`config.mk`:
```
export PLATFORM = sky130hd
export DESIGN_NAME = feistel_key_schedule
export DESIGN_NICKNAME = d
export VERILOG_FILES = /design/src/design/feistel_cipher_pkg.sv /design/src/design/feistel_key_schedule.sv
export SDC_FILE = /design/constraint.sdc
export NUM_CORES = 2
export LEC_CHECK = 0
export BUFFER_PORTS_ARGS = -buffer_cell sky130_fd_sc_hd__buf_2
export CORE_ASPECT_RATIO = 1.4
export CORE_MARGIN = 5
export CORE_UTILIZATION = 55
export DETAILED_ROUTE_END_ITERATION = 10
export PLACE_DENSITY = 0.74
export SETUP_SLACK_MARGIN = 0.15
export SLEW_MARGIN = 20
export SYNTH_ARGS = -nofsm -noshare
export SYNTH_HDL_FRONTEND = slang
export SYNTH_SLANG_ARGS = --single-unit
```
`constraint.sdc`:
```
create_clock -name clk -period 19.2 [get_ports clk]
set_input_delay 0.96 -clock clk [delete_from_list [all_inputs] [get_ports clk]]
set_output_delay 0.96 -clock clk [all_outputs]
set_load 0.01 [all_outputs]
```
`src/design/feistel_cipher_pkg.sv`:
```
// Feistel-48 cipher constants, data-width types and AES S-box
// Key-mixing helper for the per-round key derivation

package feistel_cipher_pkg;

    // ====================
    // Data widths
    // ====================
    typedef logic [127:0] block_t;
    typedef logic [63:0]  half_t;
    typedef logic [255:0] master_key_t;
    typedef logic [127:0] round_key_t;
    typedef logic [5:0]   round_idx_t;

    // Number of Feistel rounds
    localparam int ROUNDS = 48;

    // ====================
    // Mixing constants
    // ====================
    // Golden-ratio word, used by the ARX stage
    localparam half_t PHI_64 = 64'h9E37_79B9_7F4A_7C15;

    // Same word repeated over the full key width
    localparam master_key_t GOLDEN_256 = {4{PHI_64}};

    // Extraction salt and whitening domain separators
    localparam master_key_t HKDF_SALT = {2{128'h0011_2233_4455_6677_8899_AABB_CCDD_EEFF}};
    localparam master_key_t PRE_WHITEN_CONST  = {16{16'hA55A}};
    localparam master_key_t POST_WHITEN_CONST = {16{16'h5AA5}};

    // ====================
    // AES S-box
    // ====================
    localparam logic [7:0] SBOX [256] = '{
        8'h63, 8'h7C, 8'h77, 8'h7B, 8'hF2, 8'h6B, 8'h6F, 8'hC5,
        8'h30, 8'h01, 8'h67, 8'h2B, 8'hFE, 8'hD7, 8'hAB, 8'h76,
        8'hCA, 8'h82, 8'hC9, 8'h7D, 8'hFA, 8'h59, 8'h47, 8'hF0,
        8'hAD, 8'hD4, 8'hA2, 8'hAF, 8'h9C, 8'hA4, 8'h72, 8'hC0,
        8'hB7, 8'hFD, 8'h93, 8'h26, 8'h36, 8'h3F, 8'hF7, 8'hCC,
        8'h34, 8'hA5, 8'hE5, 8'hF1, 8'h71, 8'hD8, 8'h31, 8'h15,
        8'h04, 8'hC7, 8'h23, 8'hC3, 8'h18, 8'h96, 8'h05, 8'h9A,
        8'h07, 8'h12, 8'h80, 8'hE2, 8'hEB, 8'h27, 8'hB2, 8'h75,
        8'h09, 8'h83, 8'h2C, 8'h1A, 8'h1B, 8'h6E, 8'h5A, 8'hA0,
        8'h52, 8'h3B, 8'hD6, 8'hB3, 8'h29, 8'hE3, 8'h2F, 8'h84,
        8'h53, 8'hD1, 8'h00, 8'hED, 8'h20, 8'hFC, 8'hB1, 8'h5B,
        8'h6A, 8'hCB, 8'hBE, 8'h39, 8'h4A, 8'h4C, 8'h58, 8'hCF,
        8'hD0, 8'hEF, 8'hAA, 8'hFB, 8'h43, 8'h4D, 8'h33, 8'h85,
        8'h45, 8'hF9, 8'h02, 8'h7F, 8'h50, 8'h3C, 8'h9F, 8'hA8,
        8'h51, 8'hA3, 8'h40, 8'h8F, 8'h92, 8'h9D, 8'h38, 8'hF5,
        8'hBC, 8'hB6, 8'hDA, 8'h21, 8'h10, 8'hFF, 8'hF3, 8'hD2,
        8'hCD, 8'h0C, 8'h13, 8'hEC, 8'h5F, 8'h97, 8'h44, 8'h17,
        8'hC4, 8'hA7, 8'h7E, 8'h3D, 8'h64, 8'h5D, 8'h19, 8'h73,
        8'h60, 8'h81, 8'h4F, 8'hDC, 8'h22, 8'h2A, 8'h90, 8'h88,
        8'h46, 8'hEE, 8'hB8, 8'h14, 8'hDE, 8'h5E, 8'h0B, 8'hDB,
        8'hE0, 8'h32, 8'h3A, 8'h0A, 8'h49, 8'h06, 8'h24, 8'h5C,
        8'hC2, 8'hD3, 8'hAC, 8'h62, 8'h91, 8'h95, 8'hE4, 8'h79,
        8'hE7, 8'hC8, 8'h37, 8'h6D, 8'h8D, 8'hD5, 8'h4E, 8'hA9,
        8'h6C, 8'h56, 8'hF4, 8'hEA, 8'h65, 8'h7A, 8'hAE, 8'h08,
        8'hBA, 8'h78, 8'h25, 8'h2E, 8'h1C, 8'hA6, 8'hB4, 8'hC6,
        8'hE8, 8'hDD, 8'h74, 8'h1F, 8'h4B, 8'hBD, 8'h8B, 8'h8A,
        8'h70, 8'h3E, 8'hB5, 8'h66, 8'h48, 8'h03, 8'hF6, 8'h0E,
        8'h61, 8'h35, 8'h57, 8'hB9, 8'h86, 8'hC1, 8'h1D, 8'h9E,
        8'hE1, 8'hF8, 8'h98, 8'h11, 8'h69, 8'hD9, 8'h8E, 8'h94,
        8'h9B, 8'h1E, 8'h87, 8'hE9, 8'hCE, 8'h55, 8'h28, 8'hDF,
        8'h8C, 8'hA1, 8'h89, 8'h0D, 8'hBF, 8'hE6, 8'h42, 8'h68,
        8'h41, 8'h99, 8'h2D, 8'h0F, 8'hB0, 8'h54, 8'hBB, 8'h16
    };

    // Round key from the pseudorandom key and a round index
    function automatic round_key_t derive_round_key(master_key_t prk, round_idx_t idx);
        master_key_t mix;
        // Index-dependent golden-ratio offset
        mix = prk ^ (master_key_t'(idx) * GOLDEN_256);
        // Add a copy rotated left by one 32-bit word
        mix = {mix[223:0], mix[255:224]} + mix;
        // Fold to 128 bits
        return mix[127:0] ^ mix[255:128];
    endfunction

endpackage

```
`src/design/feistel_key_schedule.sv`:
```
// Key schedule: pseudorandom key extraction, whitening keys
// and combinational per-round key derivation

`timescale 1ns/1ps

module feistel_key_schedule (
    input  logic                            clk,
    input  logic                            reset,
    input  logic                            load,
    input  feistel_cipher_pkg::master_key_t master_key,
    input  feistel_cipher_pkg::round_idx_t  round_idx,
    output feistel_cipher_pkg::block_t      pre_whiten,
    output feistel_cipher_pkg::block_t      post_whiten,
    output feistel_cipher_pkg::round_key_t  round_key
);

    // Registered pseudorandom key
    feistel_cipher_pkg::master_key_t prk;

    // Extraction result before registering
    feistel_cipher_pkg::master_key_t prk_next;

    // Domain-separated copies for the whitening keys
    feistel_cipher_pkg::master_key_t pre_mix;
    feistel_cipher_pkg::master_key_t post_mix;

    // ====================
    // Extraction
    // ====================
    assign prk_next = master_key ^ feistel_cipher_pkg::HKDF_SALT;
    assign pre_mix  = prk_next ^ feistel_cipher_pkg::PRE_WHITEN_CONST;
    assign post_mix = prk_next ^ feistel_cipher_pkg::POST_WHITEN_CONST;

    // All three keys captured in the EXTRACT cycle
    always_ff @(posedge clk or posedge reset) begin
        if (reset) begin
            prk         <= '0;
            pre_whiten  <= '0;
            post_whiten <= '0;
        end else if (load) begin
            prk         <= prk_next;
            // Low half for pre-whitening, high half for post-whitening
            pre_whiten  <= pre_mix[127:0];
            post_whiten <= post_mix[255:128];
        end
    end

    // ====================
    // Round key expansion
    // ====================
    // Follows round_idx directly, so the controller picks the order
    assign round_key = feistel_cipher_pkg::derive_round_key(prk, round_idx);

endmodule

```
==> impl_metrics.sql, run 1 <==
INSERT INTO impl_metrics (metric_group, metric, value, unit) VALUES
('run_status', 'outcome', 'aborted with a tool error', ''),
('run_status', 'last-stage-reached', 'global routing', ''),
('run_status', 'error_that_ended_the_run', '[ERROR GRT-0116] Global routing finished with congestion. Check the congestion regions in the DRC Viewer.', ''),
('synthesis', 'netlist.top_cell.by_area', 'sky130_fd_sc_hd__dfrtp_1', ''),
('synthesis', 'synth-edff-count', '0', ''),
('synthesis', 'netlist_instances', '5980', ''),
('synthesis', 'post_synth_design_cell_area', '0.04659', 'mm^2'),
('floorplan', 'die_h', '354.4', 'um'),
('synthesis', 'syn_nets', '6689', ''),
('synthesis', 'muxShareOfSynthArea', '6.016', '%'),
('clock_tree', 'clock_path_buffers', '3', ''),
('synthesis', 'synthAdderAreaFrac', '13.04', '%'),
('floorplan', 'io-pin-count', '649', ''),
('clock_tree', 'hold_buffers', '0', ''),
('grt', 'grt_pass1_vias', '60080', ''),
('synthesis', 'post_synth_num_cell_types', '98', ''),
('clock_tree', 'post_cts.resized_instances', '0', ''),
('synthesis', 'synth_largest_type_area_fraction', '20.63', '%'),
('placed_design', 'dpl.hpwl', '247200', 'um'),
('grt', 'globalRouteTotalUtil', '73.12', '%'),
('synthesis', 'synth_xor_area_share', '14.55', '%'),
('clock_tree', 'cts-buffers-inserted', '37', ''),
('placed_design', 'placement.io_buffers', '648', ''),
('synthesis', 'synth_ff_type', 'sky130_fd_sc_hd__dfrtp_1', ''),
('synthesis', 'synth.ff_latch_count', '384', ''),
('synthesis', 'async_reset_ff_share', '100.0', '%'),
('floorplan', 'dieWidth', '256.0', 'um'),
('synthesis', 'synthesis_warnings', '0', ''),
('clock_tree', 'cts_root_buffer', 'sky130_fd_sc_hd__clkbuf_16', ''),
('synthesis', 'yosysMostFrequentCell', 'sky130_fd_sc_hd__a21oi_1', ''),
('clock_tree', 'cts.sinks', '384', ''),
('floorplan', 'rows', '126', ''),
('clock_tree', 'post-cts-setup-buffer-count', '0', ''),
('synthesis', 'synth_top_family_by_area', 'compound AO/OA/AOI/OAI gates', ''),
('synthesis', 'synth_simple_gate_area_share', '15.62', '%'),
('placed_design', 'placed_cells_incl_taps', '7340', ''),
('grt', 'grt_pass1_wl', '500200', 'um'),
('synthesis', 'netlist_top_cells_count', 'sky130_fd_sc_hd__a21oi_1, sky130_fd_sc_hd__nor2_1, sky130_fd_sc_hd__nand2_1, sky130_fd_sc_hd__xnor2_1, sky130_fd_sc_hd__o21ai_0', ''),
('floorplan', 'initial_util', '55.34', '%'),
('synthesis', 'seq_total_area_yosys', '20.63', '%'),
('placed_design', 'place_area', '0.04944', 'mm^2'),
('clock_tree', 'htree_num_levels', '2', ''),
('placed_design', 'gp_congestion', '1.389', ''),
('synthesis', 'synth.avg_cell_area', '7.790', 'um^2'),
('synthesis', 'netlist_top_cells_area', 'sky130_fd_sc_hd__dfrtp_1, sky130_fd_sc_hd__ha_1, sky130_fd_sc_hd__xnor2_1, sky130_fd_sc_hd__a21oi_1, sky130_fd_sc_hd__xor2_1', ''),
('grt', 'globalRoute.totalOverflow', '1250', ''),
('grt', 'largest_net_degree_at_the_start_of_global_routing', '166', ''),
('synthesis', 'synth-compound-area-share', '22.71', '%');
[per-stage QoR]
| stage | hold slack [ps] | setup WS (ps) |
|---|---|---|
| floorplan | 496.7 | 7569 |
| detailed placement | 489.7 | 4977 |
| CTS | 505.2 | 4936 |
| global placement | 483.2 | 4896 |
[per-layer routing]
metal,track usage [%],overflow
met5,23.66,8
met4,70.48,399
met3,54.77,33
met2,94.17,789
met1,72.29,21
[logic make-up after synthesis]
group,count (synthesis)
buffers and inverters,746
AOI/OAI and AO/OA,1785
DFF,384
and+or+nand+nor,1595
adders and majority gates,444
xor gates and xnor gates,770
muxes,256
==> inputs of run 2 (changes only) <==
- CORE_ASPECT_RATIO: 1.4 -> default
- CORE_UTILIZATION: 55 -> 40
- PLACE_DENSITY: 0.74 -> default
- PLACE_DENSITY_LB_ADDON: default -> 0.15
- SETUP_SLACK_MARGIN: 0.15 -> default
==> impl_metrics.sql, run 2 <==
INSERT INTO impl_metrics (metric_group, metric, value, unit) VALUES
('run_status', 'outcome', 'complete, no violations', ''),
('route', 'dr_total_vias', '52180', ''),
('worst_setup_path', 'r2r_cells', '1', ''),
('floorplan', 'die_h', '351.3', 'um'),
('synthesis', 'netlist_top_cells_area', 'sky130_fd_sc_hd__dfrtp_1, sky130_fd_sc_hd__ha_1, sky130_fd_sc_hd__xnor2_1, sky130_fd_sc_hd__a21oi_1, sky130_fd_sc_hd__xor2_1', ''),
('worst_setup_path', 'slowest_cell_on_crit_path', 'sky130_fd_sc_hd__o31ai_1', ''),
('worst_setup_path', 'cp.required', '18240', 'ps'),
('min_path', 'hold_class', 'in2async', ''),
('worst_setup_path', 'critPathMaxStageDelay', '1020', 'ps'),
('worst_setup_path', 'arrival', '14320', 'ps'),
('route', 'wl', '310200', 'um'),
('clock_tree', 'hold_buffers', '0', ''),
('floorplan', 'dieWidth', '351.3', 'um'),
('clock_tree', 'cts_tree', 'yes', ''),
('cells_and_area', 'most-common-layout-cells', 'sky130_fd_sc_hd__a21oi_1, sky130_fd_sc_hd__buf_2, sky130_fd_sc_hd__nor2_1', ''),
('clock_tree', 'post-cts-setup-buffer-count', '0', ''),
('cells_and_area', 'registers_with_the_most_flip_flops', 'post_whiten (128), pre_whiten (128), prk (128)', ''),
('synthesis', 'syn_nets', '6689', ''),
('synthesis', 'synth_top_family_by_area', 'compound AO/OA/AOI/OAI gates', ''),
('synthesis', 'synth-compound-area-share', '22.71', '%'),
('clock_tree', 'cts_root_buffer', 'sky130_fd_sc_hd__clkbuf_16', ''),
('floorplan', 'rows', '125', ''),
('route', 'drc', '0', ''),
('grt', 'global_route_met3_utilization', '14.93', '%'),
('grt', 'initial_antenna_violation_count', '24', ''),
('worst_setup_path', 'worst_setup_path_start_kind', 'input pin', ''),
('timing', 'setup_repair_after_global_routing_missed_its_margin', 'false', ''),
('synthesis', 'async_reset_ff_share', '100.0', '%'),
('cells_and_area', 'layout-drive-gt1-share', '17.11', '%'),
('grt', 'globalRouteTotalUtil', '48.18', '%'),
('clock_tree', 'htree_num_levels', '2', ''),
('timing', 'final.period_utilization', '79.56', '%'),
('route', 'route.antenna.remaining_nets', '0', ''),
('clock_tree', 'clock_path_buffers', '3', ''),
('placed_design', 'dpl.hpwl', '271800', 'um'),
('timing', 'finalHoldViolations', '0', ''),
('timing', 'fin_setup_tns', '0', 'ps'),
('synthesis', 'synthesis_warnings', '0', ''),
('synthesis', 'netlist_instances', '5980', ''),
('route', 'post_drt_wl_per_cell', '39.41', 'um'),
('grt', 'busiest_layer', 'met2', ''),
('grt', 'largest_net_degree_at_the_start_of_global_routing', '206', ''),
('timing', 'finalSetupViolations', '0', ''),
('synthesis', 'synth.avg_cell_area', '7.790', 'um^2'),
('synthesis', 'netlist_top_cells_count', 'sky130_fd_sc_hd__a21oi_1, sky130_fd_sc_hd__nor2_1, sky130_fd_sc_hd__nand2_1, sky130_fd_sc_hd__xnor2_1, sky130_fd_sc_hd__o21ai_0', ''),
('worst_setup_path', 'worst_path_dominant_cell_family', 'compound AO/OA/AOI/OAI gates', ''),
('grt', 'grt_pass1_wl', '408800', 'um'),
('synthesis', 'synth_xor_area_share', '14.55', '%'),
('cells_and_area', 'utilization_after_layout', '44.62', '%'),
('floorplan', 'io-pin-count', '649', ''),
('synthesis', 'netlist.top_cell.by_area', 'sky130_fd_sc_hd__dfrtp_1', ''),
('synthesis', 'synth_simple_gate_area_share', '15.62', '%'),
('synthesis', 'synth-edff-count', '0', ''),
('worst_setup_path', 'worstPathBufferInverterCount', '8', ''),
('timing', 'worstMarginPinSlew', '1391', 'ps'),
('clock_tree', 'clock_insertion_delay_worst_skew', '610', 'ps'),
('timing', 'worst_clock_skew', '0', 'ps'),
('timing', 'report.final.slew_viol_count', '0', ''),
('synthesis', 'synth_largest_type_area_fraction', '20.63', '%'),
('timing', 'final_period_minus_worst_setup_slack', '15280', 'ps'),
('synthesis', 'yosysMostFrequentCell', 'sky130_fd_sc_hd__a21oi_1', ''),
('placed_design', 'placement.io_buffers', '648', ''),
('clock_tree', 'post_cts.resized_instances', '0', ''),
('worst_setup_path', 'critPathCaptureType', 'primary output', ''),
('synthesis', 'muxShareOfSynthArea', '6.016', '%'),
('cells_and_area', 'fillerInstances', '11870', ''),
('synthesis', 'synth_ff_type', 'sky130_fd_sc_hd__dfrtp_1', ''),
('grt', 'grt_pass1_vias', '48650', ''),
('clock_tree', 'cts-buffers-inserted', '43', ''),
('floorplan', 'floorplan.core_area', '0.1159', 'mm^2'),
('worst_setup_path', 'timing.critical_path.depth', '35', ''),
('clock_tree', 'clock_pin_slew_of_the_registers_on_the_worst_case_setup_and_hold_paths', '60', 'ps'),
('worst_setup_path', 'start_to_end_type_of_the_worst_setup_path', 'in2out', ''),
('cells_and_area', 'final_common_cell', 'sky130_fd_sc_hd__a21oi_1', ''),
('worst_setup_path', 'cpMostUsedCell', 'sky130_fd_sc_hd__inv_1', ''),
('synthesis', 'seq_total_area_yosys', '20.63', '%'),
('route', 'via_density', '6.629', ''),
('floorplan', 'initial_util', '40.20', '%'),
('grt', 'grt_util_met1', '59.98', '%'),
('timing', 'maxClockFrequency', '65.47', 'MHz'),
('synthesis', 'synthAdderAreaFrac', '13.04', '%'),
('worst_setup_path', 'crit_fanout', '10', ''),
('synthesis', 'post_synth_num_cell_types', '98', ''),
('grt', 'globalRoute.totalOverflow', '0', ''),
('synthesis', 'synth.ff_latch_count', '384', ''),
('floorplan', 'area_enclosed_by_the_die_boundary', '0.1234', 'mm^2'),
('clock_tree', 'cts.sinks', '384', ''),
('job', 'drv.max_cap_violation_count', '0', ''),
('synthesis', 'post_synth_design_cell_area', '0.04659', 'mm^2'),
('route', 'drtPass1Iterations', '10', ''),
('grt', 'met2_track_utilization_from_global_routing', '69.12', '%'),
('timing', 'timing.max_slew.rel_slack', '6.304', '%'),
('cells_and_area', 'final_nets', '7013', ''),
('cells_and_area', 'area.growth.synth_to_final', '10.99', '%'),
('route', 'dr.first_iter.drc_count', '8019', ''),
('placed_design', 'gp_congestion', '1.195', '');
==> run 2: cells by family after synthesis <==
logic type / after synthesis
compound gates: 1785
xor+xnor: 770
fa+ha+maj: 444
buf+inv: 746
flops: 384
mux: 256
simple gates: 1595
==> run 2: cell type report <==
| cell class | instances | area, um^2 | share of cell area [%] |
|---|---|---|---|
| clock buffer | 59 | 1196 | 2.313 |
| antenna | 18 | 45.04 | 0.08711 |
| inverter | 314 | 1186 | 2.294 |
| clock inverter | 11 | 152.6 | 0.2952 |
| sequential | 384 | 9609 | 18.58 |
| timing repair buffer | 711 | 3751 | 7.255 |
| tap | 1524 | 1907 | 3.688 |
| multi-input combinational | 4850 | 33860 | 65.48 |
==> run 2: final timing paths <==
kind	start	slack, ps	to
setup / recovery	round_idx[4]	3920	round_key[79]
hold / removal	reset	410	post_whiten[101]$_DFFE_PP0P_
setup reg to reg	prk[199]$_DFFE_PP0P_	18170	prk[199]$_DFFE_PP0P_
hold reg to reg	pre_whiten[13]$_DFFE_PP0P_	500	pre_whiten[13]$_DFFE_PP0P_
max in group asynchronous	reset	15240	post_whiten[108]$_DFFE_PP0P_
min in group clk	master_key[7]	490	pre_whiten[7]$_DFFE_PP0P_
==> run 2: per-stage QoR <==
step           hold WS, ps  setup slack (ps)  std cells  area (um^2)
2_1_floorplan        496.7              7569       5980        46590
3_3_place_gp         483.1              3692       7783        50150
4_1_cts              432.8              4421       7853        51590
3_5_place_dp         489.5              4460       7783        50240
5_1_grt              467.8              4117       7858        51670
6_report             409.7              3925       7871        51710
==> run 2: layer usage <==
metal | vias up | wire (um) | part of all wire (%)
met5 | - | 37 | 0.012
met4 | 6 | 31590 | 10
met3 | 983 | 36300 | 12
met2 | 3930 | 125300 | 40
met1 | 25650 | 116900 | 38
li1 | 21610 | - | -
Power of run 2 is not shown: default switching activity piles up to over one toggle a cycle in this logic, so the estimate is an artifact.
