===== config.mk =====
export PLATFORM = sky130hd
export DESIGN_NAME = feistel_round_ctrl_flat
export DESIGN_NICKNAME = d
export VERILOG_FILES = /design/src/design/feistel_cipher_pkg.sv /design/src/design/feistel_ctrl_pkg.sv /design/src/design/feistel_round_if.sv /design/src/design/feistel_round_ctrl.sv /design/src/flat_wrapper.sv
export SDC_FILE = /design/constraint.sdc
export NUM_CORES = 1
export LEC_CHECK = 0
export BUFFER_PORTS_ARGS = -buffer_cell sky130_fd_sc_hd__buf_2
export CORE_AREA = 2 2 558 560
export CTS_CLUSTER_DIAMETER = 60
export DETAILED_ROUTE_END_ITERATION = 6
export DIE_AREA = 0 0 560 562
export GPL_TIMING_DRIVEN = 0
export MAX_ROUTING_LAYER = met4
export PLACE_DENSITY = 0.3
export SLEW_MARGIN = 10
export SYNTH_ARGS = -nofsm -noshare
export SYNTH_HDL_FRONTEND = slang
export SYNTH_SLANG_ARGS = --single-unit
export TNS_END_PERCENT = 100

===== constraint.sdc =====
create_clock -name clk -period 26.5 [get_ports clk]
set_input_delay 2.65 -clock clk [delete_from_list [all_inputs] [get_ports clk]]
set_output_delay 2.65 -clock clk [all_outputs]
set_load 0.02 [all_outputs]

===== src/design/feistel_cipher_pkg.sv =====
// Feistel-48 cipher constants, data-width types and AES S-box
// Key-mixing helper for the per-round key derivation

package feistel_cipher_pkg;

    // ====================
    // Data widths
    // ====================
    typedef logic [127:0] block_t;
    typedef logic [63:0]  half_t;
    typedef logic [255:0] master_key_t;
    typedef logic [127:0] round_key_t;
    typedef logic [5:0]   round_idx_t;

    // Number of Feistel rounds
    localparam int ROUNDS = 48;

    // ====================
    // Mixing constants
    // ====================
    // Golden-ratio word, used by the ARX stage
    localparam half_t PHI_64 = 64'h9E37_79B9_7F4A_7C15;

    // Same word repeated over the full key width
    localparam master_key_t GOLDEN_256 = {4{PHI_64}};

    // Extraction salt and whitening domain separators
    localparam master_key_t HKDF_SALT = {2{128'h0011_2233_4455_6677_8899_AABB_CCDD_EEFF}};
    localparam master_key_t PRE_WHITEN_CONST  = {16{16'hA55A}};
    localparam master_key_t POST_WHITEN_CONST = {16{16'h5AA5}};

    // ====================
    // AES S-box
    // ====================
    localparam logic [7:0] SBOX [256] = '{
        8'h63, 8'h7C, 8'h77, 8'h7B, 8'hF2, 8'h6B, 8'h6F, 8'hC5,
        8'h30, 8'h01, 8'h67, 8'h2B, 8'hFE, 8'hD7, 8'hAB, 8'h76,
        8'hCA, 8'h82, 8'hC9, 8'h7D, 8'hFA, 8'h59, 8'h47, 8'hF0,
        8'hAD, 8'hD4, 8'hA2, 8'hAF, 8'h9C, 8'hA4, 8'h72, 8'hC0,
        8'hB7, 8'hFD, 8'h93, 8'h26, 8'h36, 8'h3F, 8'hF7, 8'hCC,
        8'h34, 8'hA5, 8'hE5, 8'hF1, 8'h71, 8'hD8, 8'h31, 8'h15,
        8'h04, 8'hC7, 8'h23, 8'hC3, 8'h18, 8'h96, 8'h05, 8'h9A,
        8'h07, 8'h12, 8'h80, 8'hE2, 8'hEB, 8'h27, 8'hB2, 8'h75,
        8'h09, 8'h83, 8'h2C, 8'h1A, 8'h1B, 8'h6E, 8'h5A, 8'hA0,
        8'h52, 8'h3B, 8'hD6, 8'hB3, 8'h29, 8'hE3, 8'h2F, 8'h84,
        8'h53, 8'hD1, 8'h00, 8'hED, 8'h20, 8'hFC, 8'hB1, 8'h5B,
        8'h6A, 8'hCB, 8'hBE, 8'h39, 8'h4A, 8'h4C, 8'h58, 8'hCF,
        8'hD0, 8'hEF, 8'hAA, 8'hFB, 8'h43, 8'h4D, 8'h33, 8'h85,
        8'h45, 8'hF9, 8'h02, 8'h7F, 8'h50, 8'h3C, 8'h9F, 8'hA8,
        8'h51, 8'hA3, 8'h40, 8'h8F, 8'h92, 8'h9D, 8'h38, 8'hF5,
        8'hBC, 8'hB6, 8'hDA, 8'h21, 8'h10, 8'hFF, 8'hF3, 8'hD2,
        8'hCD, 8'h0C, 8'h13, 8'hEC, 8'h5F, 8'h97, 8'h44, 8'h17,
        8'hC4, 8'hA7, 8'h7E, 8'h3D, 8'h64, 8'h5D, 8'h19, 8'h73,
        8'h60, 8'h81, 8'h4F, 8'hDC, 8'h22, 8'h2A, 8'h90, 8'h88,
        8'h46, 8'hEE, 8'hB8, 8'h14, 8'hDE, 8'h5E, 8'h0B, 8'hDB,
        8'hE0, 8'h32, 8'h3A, 8'h0A, 8'h49, 8'h06, 8'h24, 8'h5C,
        8'hC2, 8'hD3, 8'hAC, 8'h62, 8'h91, 8'h95, 8'hE4, 8'h79,
        8'hE7, 8'hC8, 8'h37, 8'h6D, 8'h8D, 8'hD5, 8'h4E, 8'hA9,
        8'h6C, 8'h56, 8'hF4, 8'hEA, 8'h65, 8'h7A, 8'hAE, 8'h08,
        8'hBA, 8'h78, 8'h25, 8'h2E, 8'h1C, 8'hA6, 8'hB4, 8'hC6,
        8'hE8, 8'hDD, 8'h74, 8'h1F, 8'h4B, 8'hBD, 8'h8B, 8'h8A,
        8'h70, 8'h3E, 8'hB5, 8'h66, 8'h48, 8'h03, 8'hF6, 8'h0E,
        8'h61, 8'h35, 8'h57, 8'hB9, 8'h86, 8'hC1, 8'h1D, 8'h9E,
        8'hE1, 8'hF8, 8'h98, 8'h11, 8'h69, 8'hD9, 8'h8E, 8'h94,
        8'h9B, 8'h1E, 8'h87, 8'hE9, 8'hCE, 8'h55, 8'h28, 8'hDF,
        8'h8C, 8'hA1, 8'h89, 8'h0D, 8'hBF, 8'hE6, 8'h42, 8'h68,
        8'h41, 8'h99, 8'h2D, 8'h0F, 8'hB0, 8'h54, 8'hBB, 8'h16
    };

    // Round key from the pseudorandom key and a round index
    function automatic round_key_t derive_round_key(master_key_t prk, round_idx_t idx);
        master_key_t mix;
        // Index-dependent golden-ratio offset
        mix = prk ^ (master_key_t'(idx) * GOLDEN_256);
        // Add a copy rotated left by one 32-bit word
        mix = {mix[223:0], mix[255:224]} + mix;
        // Fold to 128 bits
        return mix[127:0] ^ mix[255:128];
    endfunction

endpackage


===== src/design/feistel_ctrl_pkg.sv =====
// Round controller state encoding and round-function timing

package feistel_ctrl_pkg;

    // ====================
    // Controller FSM
    // ====================
    // IDLE         wait for a Wishbone request
    // EXTRACT      key schedule captures the keys
    // WHITEN       load L and R from the whitened block
    // ROUND_ISSUE  send R and the round key to the F-function
    // ROUND_WAIT   wait for the F-function result
    // FINISH       output whitening and acknowledge
    typedef enum logic [2:0] {
        IDLE,
        EXTRACT,
        WHITEN,
        ROUND_ISSUE,
        ROUND_WAIT,
        FINISH
    } ctrl_state_t;

    // ====================
    // Timing
    // ====================
    // Cycles from a round request to its result
    localparam int F_LATENCY = 5;

endpackage


===== src/design/feistel_round_if.sv =====
// Round request and result channel between controller and F-function

`timescale 1ns/1ps

interface feistel_round_if;

    // Request side, one cycle pulse per round
    logic                           req_valid;
    feistel_cipher_pkg::half_t      right;
    feistel_cipher_pkg::round_key_t round_key;

    // Result side, F_LATENCY cycles after the request
    logic                           res_valid;
    feistel_cipher_pkg::half_t      f_out;

    // Controller issues rounds and consumes results
    modport ctrl (
        output req_valid,
        output right,
        output round_key,
        input  res_valid,
        input  f_out
    );

    // F-function pipeline
    modport func (
        input  req_valid,
        input  right,
        input  round_key,
        output res_valid,
        output f_out
    );

endinterface


===== src/design/feistel_round_ctrl.sv =====
// Round controller: Wishbone request handshake, whitening
// and the 48-round L/R state machine

`timescale 1ns/1ps

module feistel_round_ctrl (
    input  logic                            clk,
    input  logic                            reset,
    input  logic                            cyc,
    input  logic                            stb,
    input  logic                            we,
    input  feistel_cipher_pkg::master_key_t key,
    input  feistel_cipher_pkg::block_t      data_in,
    input  feistel_cipher_pkg::block_t      pre_whiten,
    input  feistel_cipher_pkg::block_t      post_whiten,
    input  feistel_cipher_pkg::round_key_t  round_key,
    output logic                            ack,
    output feistel_cipher_pkg::block_t      data_out,
    output logic                            load,
    output feistel_cipher_pkg::master_key_t master_key,
    output feistel_cipher_pkg::round_idx_t  round_idx,
    feistel_round_if.ctrl                   rnd
);

    localparam feistel_cipher_pkg::round_idx_t LAST_IDX =
        feistel_cipher_pkg::round_idx_t'(feistel_cipher_pkg::ROUNDS - 1);

    feistel_ctrl_pkg::ctrl_state_t   state;
    feistel_cipher_pkg::round_idx_t  cnt;
    // High for encrypt
    logic                            enc;
    feistel_cipher_pkg::half_t       l_q;
    feistel_cipher_pkg::half_t       r_q;
    feistel_cipher_pkg::master_key_t key_q;
    feistel_cipher_pkg::block_t      in_key;
    feistel_cipher_pkg::block_t      out_key;
    logic                            accept;

    // New request only in IDLE, never in the ack cycle itself
    assign accept = (state == feistel_ctrl_pkg::IDLE) && cyc && stb && !ack;

    // Decrypt swaps the whitening keys and runs the rounds backwards
    assign in_key    = enc ? pre_whiten : post_whiten;
    assign out_key   = enc ? post_whiten : pre_whiten;
    assign round_idx = enc ? cnt : LAST_IDX - cnt;

    // Key schedule side
    assign load       = (state == feistel_ctrl_pkg::EXTRACT);
    assign master_key = key_q;

    // Round request side
    assign rnd.req_valid = (state == feistel_ctrl_pkg::ROUND_ISSUE);
    assign rnd.right     = r_q;
    assign rnd.round_key = round_key;

    // ====================
    // Control FSM
    // ====================
    always_ff @(posedge clk or posedge reset) begin
        if (reset) begin
            state    <= feistel_ctrl_pkg::IDLE;
            cnt      <= '0;
            enc      <= 1'b0;
            ack      <= 1'b0;
            data_out <= '0;
        end else begin
            ack <= 1'b0;
            case (state)
                feistel_ctrl_pkg::IDLE: begin
                    if (accept) begin
                        enc   <= we;
                        state <= feistel_ctrl_pkg::EXTRACT;
                    end
                end
                feistel_ctrl_pkg::EXTRACT: state <= feistel_ctrl_pkg::WHITEN;
                feistel_ctrl_pkg::WHITEN: begin
                    cnt   <= '0;
                    state <= feistel_ctrl_pkg::ROUND_ISSUE;
                end
                feistel_ctrl_pkg::ROUND_ISSUE: state <= feistel_ctrl_pkg::ROUND_WAIT;
                feistel_ctrl_pkg::ROUND_WAIT: begin
                    if (rnd.res_valid && cnt == LAST_IDX) begin
                        state <= feistel_ctrl_pkg::FINISH;
                    end else if (rnd.res_valid) begin
                        cnt   <= cnt + 1'b1;
                        state <= feistel_ctrl_pkg::ROUND_ISSUE;
                    end
                end
                feistel_ctrl_pkg::FINISH: begin
                    // Final R goes on top
                    data_out <= {r_q, l_q} ^ out_key;
                    ack      <= 1'b1;
                    state    <= feistel_ctrl_pkg::IDLE;
                end
                default: state <= feistel_ctrl_pkg::IDLE;
            endcase
        end
    end

    // ====================
    // Key and L/R datapath
    // ====================
    always_ff @(posedge clk) begin
        if (accept) begin
            key_q <= key;
        end
        if (state == feistel_ctrl_pkg::WHITEN) begin
            l_q <= data_in[127:64] ^ in_key[127:64];
            r_q <= data_in[63:0] ^ in_key[63:0];
        end else if (state == feistel_ctrl_pkg::ROUND_WAIT && rnd.res_valid) begin
            // (L, R) -> (R, L ^ F(R))
            l_q <= r_q;
            r_q <= l_q ^ rnd.f_out;
        end
    end

endmodule


===== src/flat_wrapper.sv =====
// flat-port wrapper written by rule: the top's interface ports become plain ports
module feistel_round_ctrl_flat 
  (clk, reset, cyc, stb, we, key, data_in, pre_whiten, post_whiten, round_key, ack, data_out, load, master_key, round_idx, rnd_req_valid, rnd_right, rnd_round_key, rnd_res_valid, rnd_f_out);
  feistel_round_if rnd_i ();
  input  logic clk;
  input  logic reset;
  input  logic cyc;
  input  logic stb;
  input  logic we;
  input  feistel_cipher_pkg::master_key_t key;
  input  feistel_cipher_pkg::block_t data_in;
  input  feistel_cipher_pkg::block_t pre_whiten;
  input  feistel_cipher_pkg::block_t post_whiten;
  input  feistel_cipher_pkg::round_key_t round_key;
  output logic ack;
  output feistel_cipher_pkg::block_t data_out;
  output logic load;
  output feistel_cipher_pkg::master_key_t master_key;
  output feistel_cipher_pkg::round_idx_t round_idx;
  output wire logic [$bits(rnd_i.req_valid)-1:0] rnd_req_valid;
  output wire logic [$bits(rnd_i.right)-1:0] rnd_right;
  output wire logic [$bits(rnd_i.round_key)-1:0] rnd_round_key;
  input wire logic [$bits(rnd_i.res_valid)-1:0] rnd_res_valid;
  input wire logic [$bits(rnd_i.f_out)-1:0] rnd_f_out;
  assign rnd_req_valid = rnd_i.req_valid;
  assign rnd_right = rnd_i.right;
  assign rnd_round_key = rnd_i.round_key;
  assign rnd_i.res_valid = rnd_res_valid;
  assign rnd_i.f_out = rnd_f_out;
  feistel_round_ctrl u_core (.clk(clk), .reset(reset), .cyc(cyc), .stb(stb), .we(we), .key(key), .data_in(data_in), .pre_whiten(pre_whiten), .post_whiten(post_whiten), .round_key(round_key), .ack(ack), .data_out(data_out), .load(load), .master_key(master_key), .round_idx(round_idx), .rnd(rnd_i));
endmodule

==> results of run 1 <==
==> per-layer routing <==
metal	GRT usage, %
met5	-
met2	21.1
met4	4.19
met1	11.9
met3	4.11
==> through the flow <==
stage	worst slack [ns]	area, um^2
5_1_grt	20.14	40600
3_3_place_gp	-2.22	36500
4_1_cts	20.06	40500
3_5_place_dp	20.02	37000
2_1_floorplan	8.18	24900
==> kinds of logic after synthesis <==
| family | synth area share [%] |
|---|---|
| AO/OA/AOI/OAI | 3.28 |
| buffers and inverters | 6.09 |
| XOR/XNOR | 11.4 |
| flip-flops | 60.3 |
| multiplexers | 16.2 |
| adder cells (fa/ha/maj) | 0.101 |
| AND/OR/NAND/NOR | 2.64 |
==> synth_stat cells, types with 3 or more instances <==
master and number:
nand3_1 3, buf_6 20, buf_4 148, xor2_1 192, mux2i_1 256, o21ai_0 90, xnor2_1 132, inv_1 6
nand4_1 4, nor2_1 3, clkbuf_1 18, a21oi_1 4, o31ai_1 3, o21ai_1 38, buf_2 18, and2_1 3
edfxtp_1 384, nand2_1 132, dfrtp_1 139, mux2_2 130
==> results by group, run 1 <==
Die
  • Die span in y: 562 um
  • Ports: 1423
  • Row count: 204
  • Die X: 560 um
  • Initial Utilization: 8.07%

Clock tree
  • Total CTS buffers: 106
  • Clk buf depth: 4
  • PostCTS Resize Cnt: 0
  • Number of H-tree levels: 3
  • Hold Buf Count CTS: 0
  • Postcts setup bufs: 0
  • Clock sink total: 523
  • Clk Tree Root Cell: clkbuf_16

Placed design
  • Cells after DPL: 7201
  • Hpwl dp: 159000 um
  • Buffers on Ports: 1294
  • Gpl congestion: 0.858

Logic synthesis
  • Syn Inst Count: 1754
  • Largest area contributor in the netlist: edfxtp_1
  • Number of synthesized register bits: 523
  • EDFF count, synth: 384
  • Most common flop cell mapped by yosys: edfxtp_1
  • Sequential area share after synthesis: 60.3%
  • Synth warnings: 0
  • Unique masters post-synth: 43
  • Synth top area cells: edfxtp_1 46%, dfrtp_1 14%, mux2i_1 10%, xor2_1 6.8%, mux2_2 5.9%
  • Mean post-synth cell area: 14.2 um^2
  • Cell Area, Synth: 24900 um^2
  • Net Count, Synth: 2594
  • Async SR Flop Fraction: 26.6%
  • Yosys top cell area share: 46.3%

Global route
  • Total gr overflow: 0
  • Vias in the first global route: 22100
  • Initial antenna violation count: 103
  • Total GRT Usage: 11.8%
  • Global-route wire length before repair: 236000 um
  • Largest net degree at the start of global routing: 71

Status
  • Status: did not finish
  • Tool Error: [ERROR DRT-0255] Maze Route cannot find path of net master_key[65] in worker of routeBox ( 531300 0 ) ( 560000 48300 ).
  • Fail Step: 5_2_route
==> run 2: changes to the inputs <==
--- a/config.mk
+++ b/config.mk
@@ -7,12 +7,10 @@
 export LEC_CHECK = 0
 export BUFFER_PORTS_ARGS = -buffer_cell sky130_fd_sc_hd__buf_2
 export CORE_AREA = 2 2 558 560
-export CTS_CLUSTER_DIAMETER = 60
 export DETAILED_ROUTE_END_ITERATION = 6
 export DIE_AREA = 0 0 560 562
 export GPL_TIMING_DRIVEN = 0
-export MAX_ROUTING_LAYER = met4
-export PLACE_DENSITY = 0.3
+export PLACE_DENSITY_LB_ADDON = 0.15
 export SLEW_MARGIN = 10
 export SYNTH_ARGS = -nofsm -noshare
 export SYNTH_HDL_FRONTEND = slang
==> constraint.sdc (replaced) <==
create_clock -name clk -period 34.5 [get_ports clk]
set_input_delay 3.45 -clock clk [delete_from_list [all_inputs] [get_ports clk]]
set_output_delay 3.45 -clock clk [all_outputs]
set_load 0.02 [all_outputs]
==> run 2 against run 1 <==
Net effect: the run now ends clean; global-route usage rose by 0.055 points; synthesized cell count unchanged; area after synthesis stayed put.
==> results by group, run 2 <==
Final layout
  • Final nets: 4030
  • Commonest non-fill, non-tap cell in the layout: buf_2
  • Most frequent cells in the layout: 1321 x buf_2, 384 x edfxtp_1, 256 x mux2i_1
  • # fillers: 35300
  • Non-Filler Instances: 7455
  • Area Overhead vs Synth: 60.9%
  • Multi-input gate area: 8380 um^2
  • Post-route cell area: 40000 um^2
  • Max reg flops: 256
  • FF+latch area: 15000 um^2
  • Share of cells above drive strength 1: 55.1%

STA
  • Worst-Margin Slew: 1.06 ns
  • Achievable frequency: 0.136 GHz
  • Setup Skew: 0.101 ns
  • Slew headroom: 29.3%
  • Hold Violations, Final: 0
  • Final TNS setup: 0 ns
  • Hold WS: 0.498 ns
  • Setup violations, final: 0
  • Period minus WS final: 7.34 ns
  • Final slew viol count: 0
  • Unrepaired setup endpoints after global routing: no
  • Period utilization: 21.3%

Run
  • Max Cap Viol: 0

Clock tree
  • CTS tree: yes
  • Hold Buf Count CTS: 0
  • Clock sink total: 523
  • Worst skew pair latency: 0.81 ns
  • PostCTS Resize Cnt: 0
  • Total CTS buffers: 86
  • Clock-pin slew on the worst setup and hold paths: 0.05 ns
  • Clk buf depth: 4
  • Number of H-tree levels: 3
  • Clk Tree Root Cell: clkbuf_16
  • Postcts setup bufs: 0

Detailed routing
  • Met3 wire length: 17800 um
  • Drt drc: 0
  • Met2 WL post-DR: 102000 um
  • Uppermost layer routed: met5
  • Total number of vias: 20700
  • Mean routed wirelength per cell: 26.1 um
  • Initial drt markers: 1020
  • Post-route ant nets: 0
  • Routed WL: 195000 um
  • Drt pass-1 iters: 5
  • M1 wire length: 67100 um
  • Vias per cell: 2.77

Die
  • Ports: 1423
  • Initial Utilization: 8.07%
  • Row count: 204
  • Core Area: 308000 um^2
  • Die area: 315000 um^2
  • Die X: 560 um
  • Die span in y: 562 um

Placed design
  • Gpl congestion: 0.821
  • Buffers on Ports: 1294
  • Hpwl dp: 164000 um
  • Cell Area, Placed: 37100 um^2
  • Cells after DPL: 7222

Logic synthesis
  • Post-synthesis compound-gate area fraction: 3.28%
  • Synthesized-area fraction occupied by adder cells: 0.101%
  • Number of synthesized register bits: 523
  • EDFF count, synth: 384
  • Sequential area share after synthesis: 60.3%
  • Mean post-synth cell area: 14.2 um^2
  • Unique masters post-synth: 43
  • Xor and xnor area share after synthesis: 11.4%
  • Synth top cells by count: 384 x edfxtp_1, 256 x mux2i_1, 192 x xor2_1
  • Synth top area cells: edfxtp_1 46%, dfrtp_1 14%, mux2i_1 10%, xor2_1 6.8%, mux2_2 5.9%
  • Top-count cell post-synth: edfxtp_1
  • Simple-Gate Fraction of Synth Area: 2.64%
  • Syn Inst Count: 1754
  • Async SR Flop Fraction: 26.6%
  • Yosys top cell area share: 46.3%
  • Post-synthesis mux area share: 16.2%
  • Net Count, Synth: 2594
  • Synth warnings: 0
  • Largest family of logic cells by synthesized area: multiplexers
  • Most common flop cell mapped by yosys: edfxtp_1
  • Cell Area, Synth: 24900 um^2
  • Largest area contributor in the netlist: edfxtp_1

Global route
  • Total GRT Usage: 11.9%
  • Largest net degree at the start of global routing: 65
  • Total gr overflow: 0
  • Global-route wire length before repair: 242000 um
  • Vias in the first global route: 21600
  • Initial antenna violation count: 184

Worst setup path
  • CP Data Required Time: 34.96 ns
  • CP peak stage delay: 0.41 ns
  • Worst path arrival time: 7.80 ns
  • Crit path max fanout: 9
  • Setup CP Type: input port to flip-flop
  • Crit path capture type: flip-flop
  • CP Cell Sequence: buf_2 > nand3b_1 > nor4_2 > buf_6 > buf_4 > buf_4 > buf_4 > buf_4 > buf_4 > buf_2 > buf_4 > buf_2 > buf_4 > buf_4 > buf_4 > buf_2 > buf_4 > buf_4 > buf_4 > buf_4 > buf_2
  • CP max stage cell: nor4_2
  • Most common cell on crit path: buf_4
  • Setup crit start kind: input port

Power
  • Leak: 0.0168 uW
  • Peak VDD IR: 34.2 uV
  • PD cells: 88.8 nW/um^2

Status
  • Status: complete, no violations

Min path
  • Class of the worst hold path: flip-flop to flip-flop
==> run 2: cell type report <==
type / count / share of cell area, %
inverter: 6 / 0.0750
sequential: 523 / 37.5
clock inverter: 38 / 1.03
clock buffer: 112 / 5.79
antenna: 83 / 0.519
tap: 4120 / 12.9
buffer: 204 / 3.74
multi-input combinational: 1021 / 20.9
timing repair buffer: 1348 / 17.6
==> run 2: logic make-up after synthesis <==
kind of cell             count (synthesis)
AND/OR/NAND/NOR                        158
AO/OA/AOI/OAI                          151
buffers and inverters                  210
multiplexers                           386
XOR/XNOR                               324
flip-flops                             523
adder cells (fa/ha/maj)                  2
==> run 2: stage by stage <==
stage	power (uW)	utilization [%]	setup WS (ns)
final	3560	13.0	27.16
after global routing	3790	13.0	26.87
after CTS	3700	12.9	27.13
after detailed placement	2770	12.0	26.24
after global placement	2840	11.8	-14.64
after floorplan	1950	-	3.76
==> run 2: final timing paths <==
kind                       slack [ns]  depth (start not counted)                 from                    end
max in group asynchronous       30.88                          3                reset          u_core.cnt[4]
min in group asynchronous        2.68                          2                reset   u_core.data_out[100]
setup reg to reg                29.40                         20           u_core.ack  u_core.master_key[55]
setup / recovery                27.16                         21                  stb  u_core.master_key[55]
hold reg to reg                  0.50                          1  u_core.data_out[47]    u_core.data_out[47]
hold / removal                   0.50                          1  u_core.data_out[47]    u_core.data_out[47]
==> run 2: worst max-delay path: cells and delay by family <==
kind          cells  cell delay [ns]
buf+inv          19             3.73
simple gates      2             0.59
==> run 2: per-layer routing <==
layer  track usage (%)  up-vias
li1                  -     9133
met1              11.7     9974
met2              22.5     1094
met3              4.93      365
met4              3.38      116
met5                 0        -
==> run 2: power by group <==
group | internal, uW | total, uW | leakage, uW | switching (uW)
combinational | 534 | 1550 | 0.0102 | 1020
sequential | 948 | 1120 | 0.00527 | 170
clock | 531 | 888 | 0.00132 | 358
Note: power is estimated with default switching activity, not from simulation.
